[src/design/rv_core_cfg.svh]
// Core configuration constants
`ifndef RV_CORE_CFG_SVH
`define RV_CORE_CFG_SVH

`define RV_XLEN      32
`define RV_NUM_REGS  32
`define RV_REG_BITS  5
`define RV_PC_STEP   4

// Major opcodes
`define RV_OPC_LUI    7'b0110111
`define RV_OPC_AUIPC  7'b0010111
`define RV_OPC_JAL    7'b1101111
`define RV_OPC_JALR   7'b1100111
`define RV_OPC_BRANCH 7'b1100011
`define RV_OPC_LOAD   7'b0000011
`define RV_OPC_STORE  7'b0100011
`define RV_OPC_OPIMM  7'b0010011
`define RV_OPC_OP     7'b0110011
`define RV_OPC_FENCE  7'b0001111

`define RV_F7_BASE 7'b0000000
`define RV_F7_ALT  7'b0100000

`endif
[src/design/rv_core_pkg.sv]
// Core shared types
`include "rv_core_cfg.svh"

package rv_core_pkg;

	typedef enum logic [3:0] {
		alu_add, alu_sub, alu_sll, alu_srl, alu_sra, alu_slt, alu_sltu,
		alu_xor, alu_or, alu_and, alu_eq, alu_ne, alu_ge, alu_geu
	} alu_op_t;

	typedef enum logic [3:0] {
		kind_alu, kind_lui, kind_auipc, kind_jal, kind_jalr,
		kind_branch, kind_load, kind_store, kind_fence, kind_illegal
	} instr_kind_t;

	typedef enum logic [1:0] {
		size_word, size_half, size_byte
	} mem_size_t;

	typedef enum logic [1:0] {
		sel_fetch, sel_load, sel_store
	} mem_sel_t;

	typedef struct packed {
		instr_kind_t kind;
		alu_op_t alu_op;
		logic use_imm;
		logic [`RV_REG_BITS-1:0] rd;
		logic [`RV_REG_BITS-1:0] rs1;
		logic [`RV_REG_BITS-1:0] rs2;
		logic [`RV_XLEN-1:0] imm;
		mem_size_t mem_size;
		logic load_unsigned;
	} dec_instr_t;

	// One access as seen by the control FSM
	typedef struct packed {
		mem_sel_t sel;
		logic [`RV_XLEN-1:0] addr;
		logic [`RV_XLEN-1:0] wdata;
		mem_size_t mem_size;
		logic load_unsigned;
	} mem_cmd_t;

	typedef struct packed {
		logic instr;
		logic [`RV_XLEN-1:0] addr;
		logic [`RV_XLEN-1:0] wdata;
		logic [`RV_XLEN/8-1:0] wstrb;
	} mem_req_t;

endpackage

[src/design/rv_core.sv]
// RV32I multi-cycle core top
`timescale 1ns/10ps
`include "rv_core_cfg.svh"

module rv_core import rv_core_pkg::*; (
	input logic clk,
	input logic resetn,
	output logic mem_valid,
	output mem_req_t mem_req,
	input logic mem_ready,
	input logic [`RV_XLEN-1:0] mem_rdata,
	output logic trap
);
	logic dec_valid;
	dec_instr_t dec;
	logic cmd_start;
	mem_cmd_t cmd;
	logic busy;
	logic done;
	logic fetch_done;
	logic [`RV_XLEN-1:0] rdata;
	logic [`RV_REG_BITS-1:0] rs1;
	logic [`RV_REG_BITS-1:0] rs2;
	logic [`RV_XLEN-1:0] rs1_data;
	logic [`RV_XLEN-1:0] rs2_data;
	logic we;
	logic [`RV_REG_BITS-1:0] rd;
	logic [`RV_XLEN-1:0] rd_data;
	logic ex_start;
	alu_op_t alu_op;
	logic [`RV_XLEN-1:0] op_a;
	logic [`RV_XLEN-1:0] op_b;
	logic ex_done;
	logic [`RV_XLEN-1:0] result;

	rv_control u_control (.*);

	rv_mem_port u_mem_port (.*);

	// Fetched words come back through the load path
	rv_decoder u_decoder (
		.clk(clk),
		.resetn(resetn),
		.fetch_done(fetch_done),
		.fetched_word(rdata),
		.dec_valid(dec_valid),
		.dec(dec)
	);

	rv_regfile u_regfile (.*);

	rv_exec_unit u_exec_unit (.*);

endmodule

[src/design/rv_control.sv]
// Core control FSM
`timescale 1ns/10ps
`include "rv_core_cfg.svh"

module rv_control import rv_core_pkg::*; (
	input logic clk,
	input logic resetn,
	input logic dec_valid,
	input dec_instr_t dec,
	output logic cmd_start,
	output mem_cmd_t cmd,
	input logic busy,
	input logic done,
	input logic [`RV_XLEN-1:0] rdata,
	output logic [`RV_REG_BITS-1:0] rs1,
	output logic [`RV_REG_BITS-1:0] rs2,
	input logic [`RV_XLEN-1:0] rs1_data,
	input logic [`RV_XLEN-1:0] rs2_data,
	output logic we,
	output logic [`RV_REG_BITS-1:0] rd,
	output logic [`RV_XLEN-1:0] rd_data,
	output logic ex_start,
	output alu_op_t alu_op,
	output logic [`RV_XLEN-1:0] op_a,
	output logic [`RV_XLEN-1:0] op_b,
	input logic ex_done,
	input logic [`RV_XLEN-1:0] result,
	output logic trap
);
	typedef enum logic [2:0] {st_fetch, st_dec_wait, st_exec, st_mem, st_wb} state_t;

	state_t state;
	logic [`RV_XLEN-1:0] pc;
	logic [`RV_XLEN-1:0] next_pc;
	logic [`RV_XLEN-1:0] target;
	logic [`RV_XLEN-1:0] addr_sum;
	logic [`RV_XLEN-1:0] opnd_a;
	logic [`RV_XLEN-1:0] opnd_b;
	logic base_is_rs1;
	logic data_misaligned;

	// Decoded fields stay valid until the next fetch completes
	assign rs1 = dec.rs1;
	assign rs2 = dec.rs2;
	assign rd = dec.rd;

	assign next_pc = pc + `RV_PC_STEP;
	assign base_is_rs1 = dec.kind inside {kind_jalr, kind_load, kind_store};
	assign addr_sum = (base_is_rs1 ? rs1_data : pc) + dec.imm;
	assign data_misaligned = (dec.mem_size == size_word && addr_sum[1:0] != 2'b00) ||
		(dec.mem_size == size_half && addr_sum[0]);

	always_comb begin
		case (dec.kind)
			kind_lui: opnd_a = '0;
			kind_auipc, kind_jal, kind_jalr: opnd_a = pc;
			default: opnd_a = rs1_data;
		endcase
		if (dec.kind == kind_jal || dec.kind == kind_jalr)
			opnd_b = `RV_XLEN'(`RV_PC_STEP);
		else
			opnd_b = dec.use_imm ? dec.imm : rs2_data;
	end

	always_ff @(posedge clk) begin
		if (!resetn) begin
			state <= st_fetch;
			pc <= '0;
			trap <= 1'b0;
			cmd_start <= 1'b0;
			ex_start <= 1'b0;
			we <= 1'b0;
		end else begin
			cmd_start <= 1'b0;
			ex_start <= 1'b0;
			we <= 1'b0;
			case (state)
				st_fetch: begin
					if (!trap && !busy) begin
						if (pc[1:0] != 2'b00) begin
							trap <= 1'b1;
						end else begin
							cmd_start <= 1'b1;
							state <= st_dec_wait;
						end
					end
				end
				st_dec_wait: begin
					if (dec_valid) begin
						case (dec.kind)
							kind_illegal: begin
								trap <= 1'b1;
								state <= st_fetch;
							end
							kind_fence: begin
								pc <= next_pc;
								state <= st_fetch;
							end
							kind_load, kind_store: begin
								if (data_misaligned) begin
									trap <= 1'b1;
									state <= st_fetch;
								end else begin
									cmd_start <= 1'b1;
									state <= st_mem;
								end
							end
							default: begin
								ex_start <= 1'b1;
								state <= st_exec;
							end
						endcase
					end
				end
				st_exec: begin
					if (ex_done) begin
						if (dec.kind == kind_branch) begin
							pc <= result[0] ? target : next_pc;
							state <= st_fetch;
						end else begin
							pc <= (dec.kind inside {kind_jal, kind_jalr}) ? target : next_pc;
							we <= 1'b1;
							state <= st_wb;
						end
					end
				end
				st_mem: begin
					if (done) begin
						pc <= next_pc;
						if (cmd.sel == sel_load) begin
							we <= 1'b1;
							state <= st_wb;
						end else begin
							state <= st_fetch;
						end
					end
				end
				default: state <= st_fetch;
			endcase
		end
	end

	always_ff @(posedge clk) begin
		if (state == st_fetch) begin
			cmd.sel <= sel_fetch;
			cmd.addr <= pc;
			cmd.wdata <= '0;
			cmd.mem_size <= size_word;
			cmd.load_unsigned <= 1'b0;
		end else if (state == st_dec_wait && dec_valid) begin
			cmd.sel <= (dec.kind == kind_store) ? sel_store : sel_load;
			cmd.addr <= addr_sum;
			cmd.wdata <= rs2_data;
			cmd.mem_size <= dec.mem_size;
			cmd.load_unsigned <= dec.load_unsigned;
			// jalr clears the low target bit
			target <= (dec.kind == kind_jalr) ? {addr_sum[`RV_XLEN-1:1], 1'b0} : addr_sum;
			alu_op <= dec.alu_op;
			op_a <= opnd_a;
			op_b <= opnd_b;
		end
		if (state == st_exec && ex_done)
			rd_data <= result;
		else if (state == st_mem && done)
			rd_data <= rdata;
	end

endmodule

[src/design/rv_exec_unit.sv]
// ALU and iterative shifter
`timescale 1ns/10ps
`include "rv_core_cfg.svh"

module rv_exec_unit import rv_core_pkg::*; (
	input logic clk,
	input logic resetn,
	input logic ex_start,
	input alu_op_t alu_op,
	input logic [`RV_XLEN-1:0] op_a,
	input logic [`RV_XLEN-1:0] op_b,
	output logic ex_done,
	output logic [`RV_XLEN-1:0] result
);
	logic shifting;
	logic is_shift;
	logic [4:0] sh_cnt;
	logic [`RV_XLEN-1:0] sh_val;
	alu_op_t sh_op;
	logic [`RV_XLEN-1:0] alu_out;

	function automatic logic [`RV_XLEN-1:0] shift_by(alu_op_t op, logic [`RV_XLEN-1:0] v,
			logic [2:0] n);
		case (op)
			alu_sll: return v << n;
			alu_srl: return v >> n;
			default: return $signed(v) >>> n;
		endcase
	endfunction

	assign is_shift = alu_op inside {alu_sll, alu_srl, alu_sra};

	always_comb begin
		alu_out = '0;
		case (alu_op)
			alu_sub: alu_out = op_a - op_b;
			alu_xor: alu_out = op_a ^ op_b;
			alu_or: alu_out = op_a | op_b;
			alu_and: alu_out = op_a & op_b;
			// Compares land in bit 0
			alu_slt: alu_out[0] = $signed(op_a) < $signed(op_b);
			alu_sltu: alu_out[0] = op_a < op_b;
			alu_eq: alu_out[0] = op_a == op_b;
			alu_ne: alu_out[0] = op_a != op_b;
			alu_ge: alu_out[0] = $signed(op_a) >= $signed(op_b);
			alu_geu: alu_out[0] = op_a >= op_b;
			default: alu_out = op_a + op_b;
		endcase
	end

	always_ff @(posedge clk) begin
		if (!resetn) begin
			shifting <= 1'b0;
			ex_done <= 1'b0;
		end else begin
			ex_done <= 1'b0;
			if (ex_start && is_shift) begin
				shifting <= 1'b1;
			end else if (ex_start) begin
				ex_done <= 1'b1;
			end else if (shifting && sh_cnt == '0) begin
				shifting <= 1'b0;
				ex_done <= 1'b1;
			end
		end
	end

	always_ff @(posedge clk) begin
		if (ex_start) begin
			sh_val <= op_a;
			sh_cnt <= op_b[4:0];
			sh_op <= alu_op;
			if (!is_shift)
				result <= alu_out;
		end else if (shifting) begin
			if (sh_cnt == '0) begin
				result <= sh_val;
			end else if (sh_cnt >= 5'd4) begin
				sh_val <= shift_by(sh_op, sh_val, 3'd4);
				sh_cnt <= sh_cnt - 5'd4;
			end else begin
				sh_val <= shift_by(sh_op, sh_val, 3'd1);
				sh_cnt <= sh_cnt - 5'd1;
			end
		end
	end

endmodule

[src/design/rv_regfile.sv]
// Integer register file
`timescale 1ns/10ps
`include "rv_core_cfg.svh"

module rv_regfile (
	input logic clk,
	input logic [`RV_REG_BITS-1:0] rs1,
	input logic [`RV_REG_BITS-1:0] rs2,
	output logic [`RV_XLEN-1:0] rs1_data,
	output logic [`RV_XLEN-1:0] rs2_data,
	input logic we,
	input logic [`RV_REG_BITS-1:0] rd,
	input logic [`RV_XLEN-1:0] rd_data
);
	logic [`RV_XLEN-1:0] regs [`RV_NUM_REGS];

	// x0 always reads as zero
	assign rs1_data = (rs1 == '0) ? '0 : regs[rs1];
	assign rs2_data = (rs2 == '0) ? '0 : regs[rs2];

	always_ff @(posedge clk) begin
		if (we && rd != '0)
			regs[rd] <= rd_data;
	end

endmodule

[src/design/rv_decoder.sv]
// Instruction decoder
`timescale 1ns/10ps
`include "rv_core_cfg.svh"

module rv_decoder import rv_core_pkg::*; (
	input logic clk,
	input logic resetn,
	input logic fetch_done,
	input logic [`RV_XLEN-1:0] fetched_word,
	output logic dec_valid,
	output dec_instr_t dec
);
	logic [`RV_XLEN-1:0] word_q;
	logic [6:0] opcode;
	logic [2:0] f3;
	logic [6:0] f7;
	logic [`RV_XLEN-1:0] imm_i;
	logic [`RV_XLEN-1:0] imm_s;
	logic [`RV_XLEN-1:0] imm_b;
	logic [`RV_XLEN-1:0] imm_u;
	logic [`RV_XLEN-1:0] imm_j;

	function automatic alu_op_t alu_from_f3(logic [2:0] f, logic alt);
		case (f)
			3'd0: return alt ? alu_sub : alu_add;
			3'd1: return alu_sll;
			3'd2: return alu_slt;
			3'd3: return alu_sltu;
			3'd4: return alu_xor;
			3'd5: return alt ? alu_sra : alu_srl;
			3'd6: return alu_or;
			default: return alu_and;
		endcase
	endfunction

	always_ff @(posedge clk) begin
		if (!resetn)
			dec_valid <= 1'b0;
		else
			dec_valid <= fetch_done;
	end

	always_ff @(posedge clk) begin
		if (fetch_done)
			word_q <= fetched_word;
	end

	assign opcode = word_q[6:0];
	assign f3 = word_q[14:12];
	assign f7 = word_q[31:25];

	assign imm_i = {{20{word_q[31]}}, word_q[31:20]};
	assign imm_s = {{20{word_q[31]}}, word_q[31:25], word_q[11:7]};
	assign imm_b = {{19{word_q[31]}}, word_q[31], word_q[7], word_q[30:25], word_q[11:8], 1'b0};
	assign imm_u = {word_q[31:12], 12'b0};
	assign imm_j = {{11{word_q[31]}}, word_q[31], word_q[19:12], word_q[20], word_q[30:21], 1'b0};

	always_comb begin
		dec = '0;
		dec.kind = kind_illegal;
		dec.alu_op = alu_add;
		dec.rd = word_q[11:7];
		dec.rs1 = word_q[19:15];
		dec.rs2 = word_q[24:20];
		dec.load_unsigned = f3[2];
		case (f3[1:0])
			2'd0: dec.mem_size = size_byte;
			2'd1: dec.mem_size = size_half;
			default: dec.mem_size = size_word;
		endcase
		case (opcode)
			`RV_OPC_LUI, `RV_OPC_AUIPC: begin
				dec.kind = (opcode == `RV_OPC_LUI) ? kind_lui : kind_auipc;
				dec.use_imm = 1'b1;
				dec.imm = imm_u;
			end
			`RV_OPC_JAL: begin
				dec.kind = kind_jal;
				dec.imm = imm_j;
			end
			`RV_OPC_JALR: begin
				if (f3 == 3'd0) dec.kind = kind_jalr;
				dec.use_imm = 1'b1;
				dec.imm = imm_i;
			end
			`RV_OPC_BRANCH: begin
				dec.imm = imm_b;
				dec.kind = kind_branch;
				case (f3)
					3'd0: dec.alu_op = alu_eq;
					3'd1: dec.alu_op = alu_ne;
					3'd4: dec.alu_op = alu_slt;
					3'd5: dec.alu_op = alu_ge;
					3'd6: dec.alu_op = alu_sltu;
					3'd7: dec.alu_op = alu_geu;
					default: dec.kind = kind_illegal;
				endcase
			end
			`RV_OPC_LOAD: begin
				if (f3 != 3'd3 && f3 <= 3'd5) dec.kind = kind_load;
				dec.use_imm = 1'b1;
				dec.imm = imm_i;
			end
			`RV_OPC_STORE: begin
				if (f3 <= 3'd2) dec.kind = kind_store;
				dec.use_imm = 1'b1;
				dec.imm = imm_s;
			end
			`RV_OPC_OPIMM: begin
				dec.use_imm = 1'b1;
				dec.imm = imm_i;
				dec.alu_op = alu_from_f3(f3, f3 == 3'd5 && f7 == `RV_F7_ALT);
				// Shift immediates carry a funct7 as well
				if ((f3 != 3'd1 && f3 != 3'd5) || f7 == `RV_F7_BASE ||
						(f3 == 3'd5 && f7 == `RV_F7_ALT))
					dec.kind = kind_alu;
			end
			`RV_OPC_OP: begin
				dec.alu_op = alu_from_f3(f3, f7 == `RV_F7_ALT);
				if (f7 == `RV_F7_BASE || (f7 == `RV_F7_ALT && (f3 == 3'd0 || f3 == 3'd5)))
					dec.kind = kind_alu;
			end
			`RV_OPC_FENCE: if (f3 == 3'd0) dec.kind = kind_fence;
			default: dec.kind = kind_illegal;
		endcase
	end

endmodule

[src/design/rv_mem_port.sv]
// Native memory port sequencer
`timescale 1ns/10ps
`include "rv_core_cfg.svh"

module rv_mem_port import rv_core_pkg::*; (
	input logic clk,
	input logic resetn,
	input logic cmd_start,
	input mem_cmd_t cmd,
	output logic busy,
	output logic done,
	output logic fetch_done,
	output logic [`RV_XLEN-1:0] rdata,
	output logic mem_valid,
	output mem_req_t mem_req,
	input logic mem_ready,
	input logic [`RV_XLEN-1:0] mem_rdata
);
	typedef enum logic {mp_idle, mp_wait} mp_state_t;

	mp_state_t state;
	mem_cmd_t cur;
	mem_req_t req_next;
	logic complete;
	logic [15:0] lane_half;
	logic [7:0] lane_byte;
	logic [`RV_XLEN-1:0] load_value;

	assign mem_valid = (state == mp_wait);
	assign busy = (state != mp_idle);
	assign complete = mem_valid && mem_ready;

	// Store data goes out on every lane, strobes pick the bytes
	always_comb begin
		req_next.instr = (cmd.sel == sel_fetch);
		req_next.addr = {cmd.addr[`RV_XLEN-1:2], 2'b00};
		req_next.wdata = cmd.wdata;
		req_next.wstrb = '0;
		if (cmd.sel == sel_store) begin
			case (cmd.mem_size)
				size_byte: begin
					req_next.wdata = {4{cmd.wdata[7:0]}};
					req_next.wstrb = 4'b0001 << cmd.addr[1:0];
				end
				size_half: begin
					req_next.wdata = {2{cmd.wdata[15:0]}};
					req_next.wstrb = cmd.addr[1] ? 4'b1100 : 4'b0011;
				end
				default: req_next.wstrb = 4'b1111;
			endcase
		end
	end

	assign lane_half = cur.addr[1] ? mem_rdata[31:16] : mem_rdata[15:0];
	assign lane_byte = mem_rdata[8*cur.addr[1:0] +: 8];

	always_comb begin
		case (cur.mem_size)
			size_byte: load_value = cur.load_unsigned ? {24'b0, lane_byte} :
				{{24{lane_byte[7]}}, lane_byte};
			size_half: load_value = cur.load_unsigned ? {16'b0, lane_half} :
				{{16{lane_half[15]}}, lane_half};
			default: load_value = mem_rdata;
		endcase
	end

	always_ff @(posedge clk) begin
		if (!resetn) begin
			state <= mp_idle;
			done <= 1'b0;
			fetch_done <= 1'b0;
		end else begin
			done <= 1'b0;
			fetch_done <= 1'b0;
			case (state)
				mp_idle: if (cmd_start) state <= mp_wait;
				default: begin
					if (mem_ready) begin
						state <= mp_idle;
						done <= 1'b1;
						fetch_done <= (cur.sel == sel_fetch);
					end
				end
			endcase
		end
	end

	always_ff @(posedge clk) begin
		if (state == mp_idle && cmd_start) begin
			cur <= cmd;
			mem_req <= req_next;
		end
		if (complete)
			rdata <= load_value;
	end

endmodule

[config.mk]
export PLATFORM = sky130hd
export DESIGN_NAME = rv_core
export DESIGN_NICKNAME = d
export VERILOG_FILES = /design/src/design/rv_core_pkg.sv /design/src/design/rv_core.sv /design/src/design/rv_control.sv /design/src/design/rv_exec_unit.sv /design/src/design/rv_regfile.sv /design/src/design/rv_decoder.sv /design/src/design/rv_mem_port.sv
export VERILOG_INCLUDE_DIRS = /design/src /design/src/design
export SDC_FILE = /design/constraint.sdc
export NUM_CORES = 2
export LEC_CHECK = 0
export BUFFER_PORTS_ARGS = -buffer_cell sky130_fd_sc_hd__buf_2
export CELL_PAD_IN_SITES_DETAIL_PLACEMENT = 1
export CELL_PAD_IN_SITES_GLOBAL_PLACEMENT = 1
export CORE_AREA = 2 2 267 533
export CTS_CLUSTER_DIAMETER = 200
export DETAILED_ROUTE_END_ITERATION = 8
export DIE_AREA = 0 0 269 535
export HOLD_SLACK_MARGIN = 0.03
export PLACE_DENSITY = 0.88
export SLEW_MARGIN = 20
export SYNTH_ARGS = -nofsm -noshare
export SYNTH_HDL_FRONTEND = slang
export SYNTH_HIERARCHICAL = 1
export SYNTH_SLANG_ARGS = --single-unit
export TNS_END_PERCENT = 100
[constraint.sdc]
create_clock -name clk -period 5.9 [get_ports clk]
set_input_delay 1.18 -clock clk [delete_from_list [all_inputs] [get_ports clk]]
set_output_delay 1.18 -clock clk [all_outputs]
set_load 0.01 [all_outputs]
After elaboration in Yosys (flattened, before gate mapping) --
Memories as Yosys holds them, arrays and structs flattened. A register that Yosys moved wholly into a read port is not among the register bits. Cells that the tools add are included.
Storage, ports and cells: RAM bits 1024, memories 1, logic and storage cells 301, output and inout bits 71, bits in registers 457
Memories:
- u_regfile.regs | depth 32, bits a word 32, rd ports 2, clocked after Yosys merged registers in 2, wr ports 1, RTL line rv_regfile.sv:15 | logic [`RV_XLEN-1:0] regs [`RV_NUM_REGS];
Operators by class: shift operators 2, reduce and logical (&&, ||, !) cells 68, bitwise gates (word level) 6, $add $sub $neg 6, eq/ne operators 70, $lt $le $gt $ge 7, muxes and demuxes 103
Operator list (count):
- $mux 32 | 23
- $pmux 32 s2 | 5
- $pmux 32 s5 | 1
- $pmux 31 s5 | 1
- $mux 67 | 2
- $pmux 32 s3 | 1
- $add 32x32->32 | 2
- $ge 32x32->1 | 2
- $lt 32x32->1 | 2
- $pmux 4 s7 | 2
- $mux 36 | 1
- $pmux 4 s9 | 1
- $add 32x3->32 const B | 1
- $and 32x32->32 | 1
- $eq 32x32->1 | 1
- $eq 4x3->1 const B | 8
- $eq 4x4->1 const B | 8
- $ne 32x32->1 | 1
- $or 32x32->32 | 1
- $shiftx 32x6->8 | 1
- $sub 32x32->32 | 1
- $xor 32x32->32 | 1
- $mux 5 | 6
- $mux 1 | 29
- other kinds (54) | 160

Longest topological paths before layout --
word-level depth 17, gate-level depth with buffers 21, depth with buffers taken out 17

Cells and area by module --
The synthesis kept the hierarchy.
Modules (own cells, without submodules):
- rv_regfile | seq. area each 30749.5 sq um, area an instance 47013.8 sq um, instances 1, cells each 2400
- rv_control | seq. area each 6446.2 sq um, area an instance 12543.3 sq um, instances 1, cells each 1193
- rv_exec_unit | seq. area each 2232.1 sq um, area an instance 9093.7 sq um, instances 1, cells each 1179
- rv_mem_port | seq. area each 3243.1 sq um, area an instance 4484.3 sq um, instances 1, cells each 317
- rv_decoder | seq. area each 980.9 sq um, area an instance 2084.5 sq um, instances 1, cells each 200

Worst setup path before layout --
OpenSTA, ideal clock, no wires.
path kind flip-flop to flip-flop, start register u_decoder.word_q[6], end register u_control/cmd[55] (netlist name), arrival time 4.618 ns, period minus slack after synthesis 4.875 ns, setup slack 1.025 ns, cell stages (with the launch flop) 22, required time 5.644 ns, path through edfxtp_1 > buf_6 > buf_2 > nor4bb_1 > a31oi_1 > o31ai_1 > nand4_1 > nor2b_2 > nor2b_1 > buf_2 > buf_1 > mux2_2 > ha_1 > inv_1 > fa_1 > nor2b_1 > o2111a_1 > or2_2 > a221oi_2 > o21ai_1 > xor2_1 > a22o_1
RTL lines:
- from (decl) | RTL line rv_decoder.sv:13 | logic [`RV_XLEN-1:0] word_q;
- from (signal assigned) | RTL line rv_decoder.sv:45 | word_q <= fetched_word;

==> summary.md <==
| Metric | Value |
|---|---|
| WHS | just over 0.4 ns |
| Flop-to-flop setup slack | 0.19 ns |
| CP endpoint kind | register |
| Sw Pwr | between 5 and 6 mW |
| Total grt overflow | 0 |
| Yosys warnings | 6 |
| Ys async rst share | 0% |
| Hold EP | u_mem_port/fetch_done |
| Switching Fraction | 24.42% |
| Via density | 7.741 |
| Post-synthesis sequential area ratio | about three fifths |
| Post-DP HPWL | around 210000 um |
| FP Rows | between 150 and 200 |
| CTS max path bufs | 4 |
| Max reg flops | 1024 |
| Cell count after synthesis | 5289 |
| Yosys top cell area share | about 56% |
| Syn_area_per_cell | 14.22 um2 |
| Synth-to-Final Area Change | 11.03% |
| TNS Setup | 0 ns |
| Post-route ant nets | 0 |
| Status | finished clean |
| R2r worst-path depth | 19 |
| Seq pwr share | around 52% |
| Die Span X | 269 um |
| Critical path fanouts, max | 19 |
| Initial cell density of the core | a little over half |
| Number of fill cells in the layout | approximately 13000 |
| Register bit count reported by yosys | about 1500 |
| Static leakage | roughly 29 nW |
| Die Area | between 0.1 and 0.15 mm2 |
| Worst Hold Class | register to register |
| First-pass GRT wire length | around 450000 um |
| Min Tclk post-route | around 5.7 ns |
| Post-synth EDFFs | around 1400 |
| CP max stage delay | 0.90 ns |
| Clock power share | between 40 and 50% |
| Drt drc | 0 |
| CORE AREA | approximately 0.14 mm2 |
| Critical R2R Launch | u_decoder/word_q[5] |
| Final Skew | between 0.04 and 0.05 ns |
| Reg with most FFs | u_regfile/regs |
| Post-layout util | 59.84% |
| Least-Margin Pin Slew | 1.278 ns |
| DR vias | ~57000 |
| TritonRoute pass-1 iters | 9 |
| Cell variety after synth | 121 |
| Multi-input gate area | 0.02954 mm2 |
| Main flop type after synthesis | edfxtp_1 |
| # clock sinks | 1481 |
| Final instance count without filler cells | between 7000 and 8000 |
| Hold depth | 1 |
| Clock transition at path regs | approximately 0.070 ns |
| Combinational share of power | approximately 7.2% |
| WL final | about 330000 um |
| Vias in the first global route | slightly below 60000 |
| GRT Overall Usage | 45.60% |
| H-tree depth | 4 |
| Overall power | between 20 and 25 mW |
| Yosys top cell by area | edfxtp_1 |
| Initial antenna violation count | 45 |
| Fraction of layout instances using a drive strength above 1 | a little under a quarter |
| Place WS | 0.2741 ns |
| Top flop regs | u_regfile/regs: 1024 flops, u_control/cmd: 69 flops, u_mem_port/mem_req: 67 flops |
| Placed Area | ~0.08 mm2 |
| Sequential Area | between 0.04 and 0.05 mm2 |
| Largest cells by area after synthesis | edfxtp_1, mux4_2, mux2i_1 |
| Worst skew pair latency | slightly above 0.8 ns |
| CP Class | register to register |
| Fin. max-slew vios | 0 |
| PwrDens | between 200 and 300 mW/mm2 |
| Final net count | roughly 5600 |
| Crit path arrival time | 6.27 ns |
| Setup crit start kind | register |
| Critical path's most frequent cell | buf_4 |
| Peak Freq | 175.3 MHz |
| Final setup fails | 0 |
| Peak VDD IR | 0.0002533 V |
| Number of hold violations in the final report | 0 |
| CTS Hold Bufs | 0 |
| Port Buffers | approximately 100 |
| Worst setup margin | roughly 0.19 ns |
| Root Driver | clkbuf_16 |
| P_int | roughly 18 mW |
| MaxCap Viol Count | 0 |
| Maximum number of pins on one net before global-route repair | 74 |
| RSZ-0062 raised after global routing | no |
| Die Y | 535 um |
| Tcrit/Tclk final | a little over nine tenths |
| Gp weighted congestion | a little over 1 |
| FF-to-FF End | u_control/cmd[61] |
| Min-Delay Startpoint | u_mem_port/cur[67] |
| Mapped cell area | 0.07522 mm2 |
| Initial DRC Count | between 8000 and 9000 |
| Slew HR | between 10% and 20% |
| Slowest stage cell, crit path | a2111oi_0 |
| Cells after DPL | around 7100 |
| I/O pin count | 106 |
| TritonCTS Buffers | between 100 and 150 |
| Design Area, Final | between 0.08 and 0.09 mm2 |
| DR WL/cell | 44.19 um |
| Cell breakdown of the critical path | buf_4 > nand4bb_1 > a2111oi_0 > a311oi_1 > nand4_1 > nor2b_2 > nor2b_4 > buf_12 > mux2_2 > ha_1 > a21oi_1 > o21ai_0 > a2111oi_0 > buf_4 > a21oi_1 > buf_4 > o22ai_2 > xnor2_1 > a22o_1 |
| WP data required | roughly 6.5 ns |
| TritonCTS clock tree | built |
==> per-layer routing <==
layer / wire (um) / vias to the layer above / track usage (%)
met1: 91660 / 28406 / 45.26
met5: 444 / - / 0.8211
met3: 40060 / 1969 / 17.49
li1: - / 21202 / -
met4: 41880 / 36 / 47.28
met2: 151500 / 5426 / 70.37
==> synth_stat cells, types with 56 or more instances <==
| library cell | count |
|---|---|
| mux2_2 | 92 |
| nor2b_1 | 56 |
| buf_4 | 64 |
| mux4_2 | 425 |
| dfxtp_1 | 82 |
| edfxtp_1 | 1399 |
| nand2_1 | 357 |
| nor3_1 | 158 |
| clkbuf_1 | 221 |
| nor2_1 | 294 |
| a22o_1 | 133 |
| o21ai_0 | 105 |
| mux2i_1 | 235 |
| buf_2 | 96 |
| inv_1 | 141 |
| a211oi_1 | 58 |
| o22ai_1 | 71 |
| a21oi_1 | 295 |
| ha_1 | 136 |
==> worst max path at each step <==
stage / from / cells after the start / endpoint / slack (ns)
2_1_floorplan: u_decoder/word_q[6] / 21 / u_control/cmd[55] / 1.03
3_3_place_gp: u_decoder/word_q[3] / 19 / u_control/target[30] / 0.23
3_5_place_dp: u_decoder/word_q[3] / 19 / u_control/cmd[61] / 0.27
4_1_cts: u_decoder/word_q[3] / 19 / u_control/cmd[61] / 0.25
5_1_grt: u_decoder/word_q[5] / 17 / u_control/cmd[64] / 0.19
6_report: u_decoder/word_q[5] / 19 / u_control/cmd[61] / 0.19
==> kinds of logic (layout without fill, tap and decap cells) <==
kind of cell | Yosys count | count (layout) | synth area share [%]
adders and majority gates | 139 | 139 | 2.342
DFF | 1481 | 1481 | 58.03
AOI/OAI and AO/OA | 1155 | 1155 | 11.10
buffers and inverters | 579 | 733 | 3.533
and+or+nand+nor | 1133 | 1133 | 7.174
muxes | 754 | 754 | 17.27
xor gates and xnor gates | 46 | 46 | 0.5356
other | 2 | 65 | 0.009984
==> layout make-up <==
| cell class | count | share of cell area [%] |
|---|---|---|
| multi-input cells | 3261 | 35.37 |
| diodes | 31 | 0.09288 |
| well taps | 1862 | 2.790 |
| clock buffers | 160 | 4.361 |
| inverters | 150 | 0.6831 |
| clock inverters | 79 | 1.128 |
| repair buffers | 344 | 3.306 |
| flip-flops and latches | 1481 | 52.27 |
==> critical path: cells and delay by family (launching register included) <==
kind | cells | cell delay (ns)
compound gates | 8 | 2.52
xor+xnor | 1 | 0.14
simple gates | 4 | 0.61
mux | 1 | 0.28
fa+ha+maj | 1 | 0.29
flops | 1 | 0.74
buf+inv | 4 | 0.85
==> cell usage in the layout (no fill, tap or decap), types with 26 or more instances in the layout <==
master,synthesis,final
nor2b_1,56,50
mux2i_1,235,235
nor2_1,294,257
buf_4,64,202
dfxtp_1,82,80
a21o_1,51,51
buf_12,0,26
a221oi_1,46,46
and2_1,32,31
xnor2_1,30,30
inv_1,141,140
buf_2,96,103
conb_1,2,34
edfxtp_1,1399,1399
nand2_1,357,355
ha_1,136,136
a211oi_1,58,58
o22ai_1,71,71
nor3_1,158,143
diode_2,0,31
mux4_2,425,425
a22o_1,133,133
mux2_2,92,92
o21bai_1,29,29
nand3_1,48,47
nor2_4,0,33
o221ai_1,35,35
a21oi_1,295,293
clkbuf_16,0,143
o21ai_0,105,103
==> repair_timing <==
item                                    4_1_cts  5_1_grt
buffers inserted                              0        0
endpoints found under the setup margin        0        2
resized for setup                             0        1
==> power groups by stage <==
| stage | Clock (mW) | Sequential (mW) | Combinational [mW] |
|---|---|---|---|
| finish | 9.56 | 12.1 | 1.67 |
| global route | 9.83 | 12.1 | 1.70 |
| CTS | 9.53 | 12.0 | 1.56 |
| detailed placement | 0 | 12.3 | 1.54 |
| global placement | 0 | 12.2 | 1.50 |
| floorplan | 0 | 12.2 | 0.815 |
No activity file was read; power rests on OpenSTA's default activity.
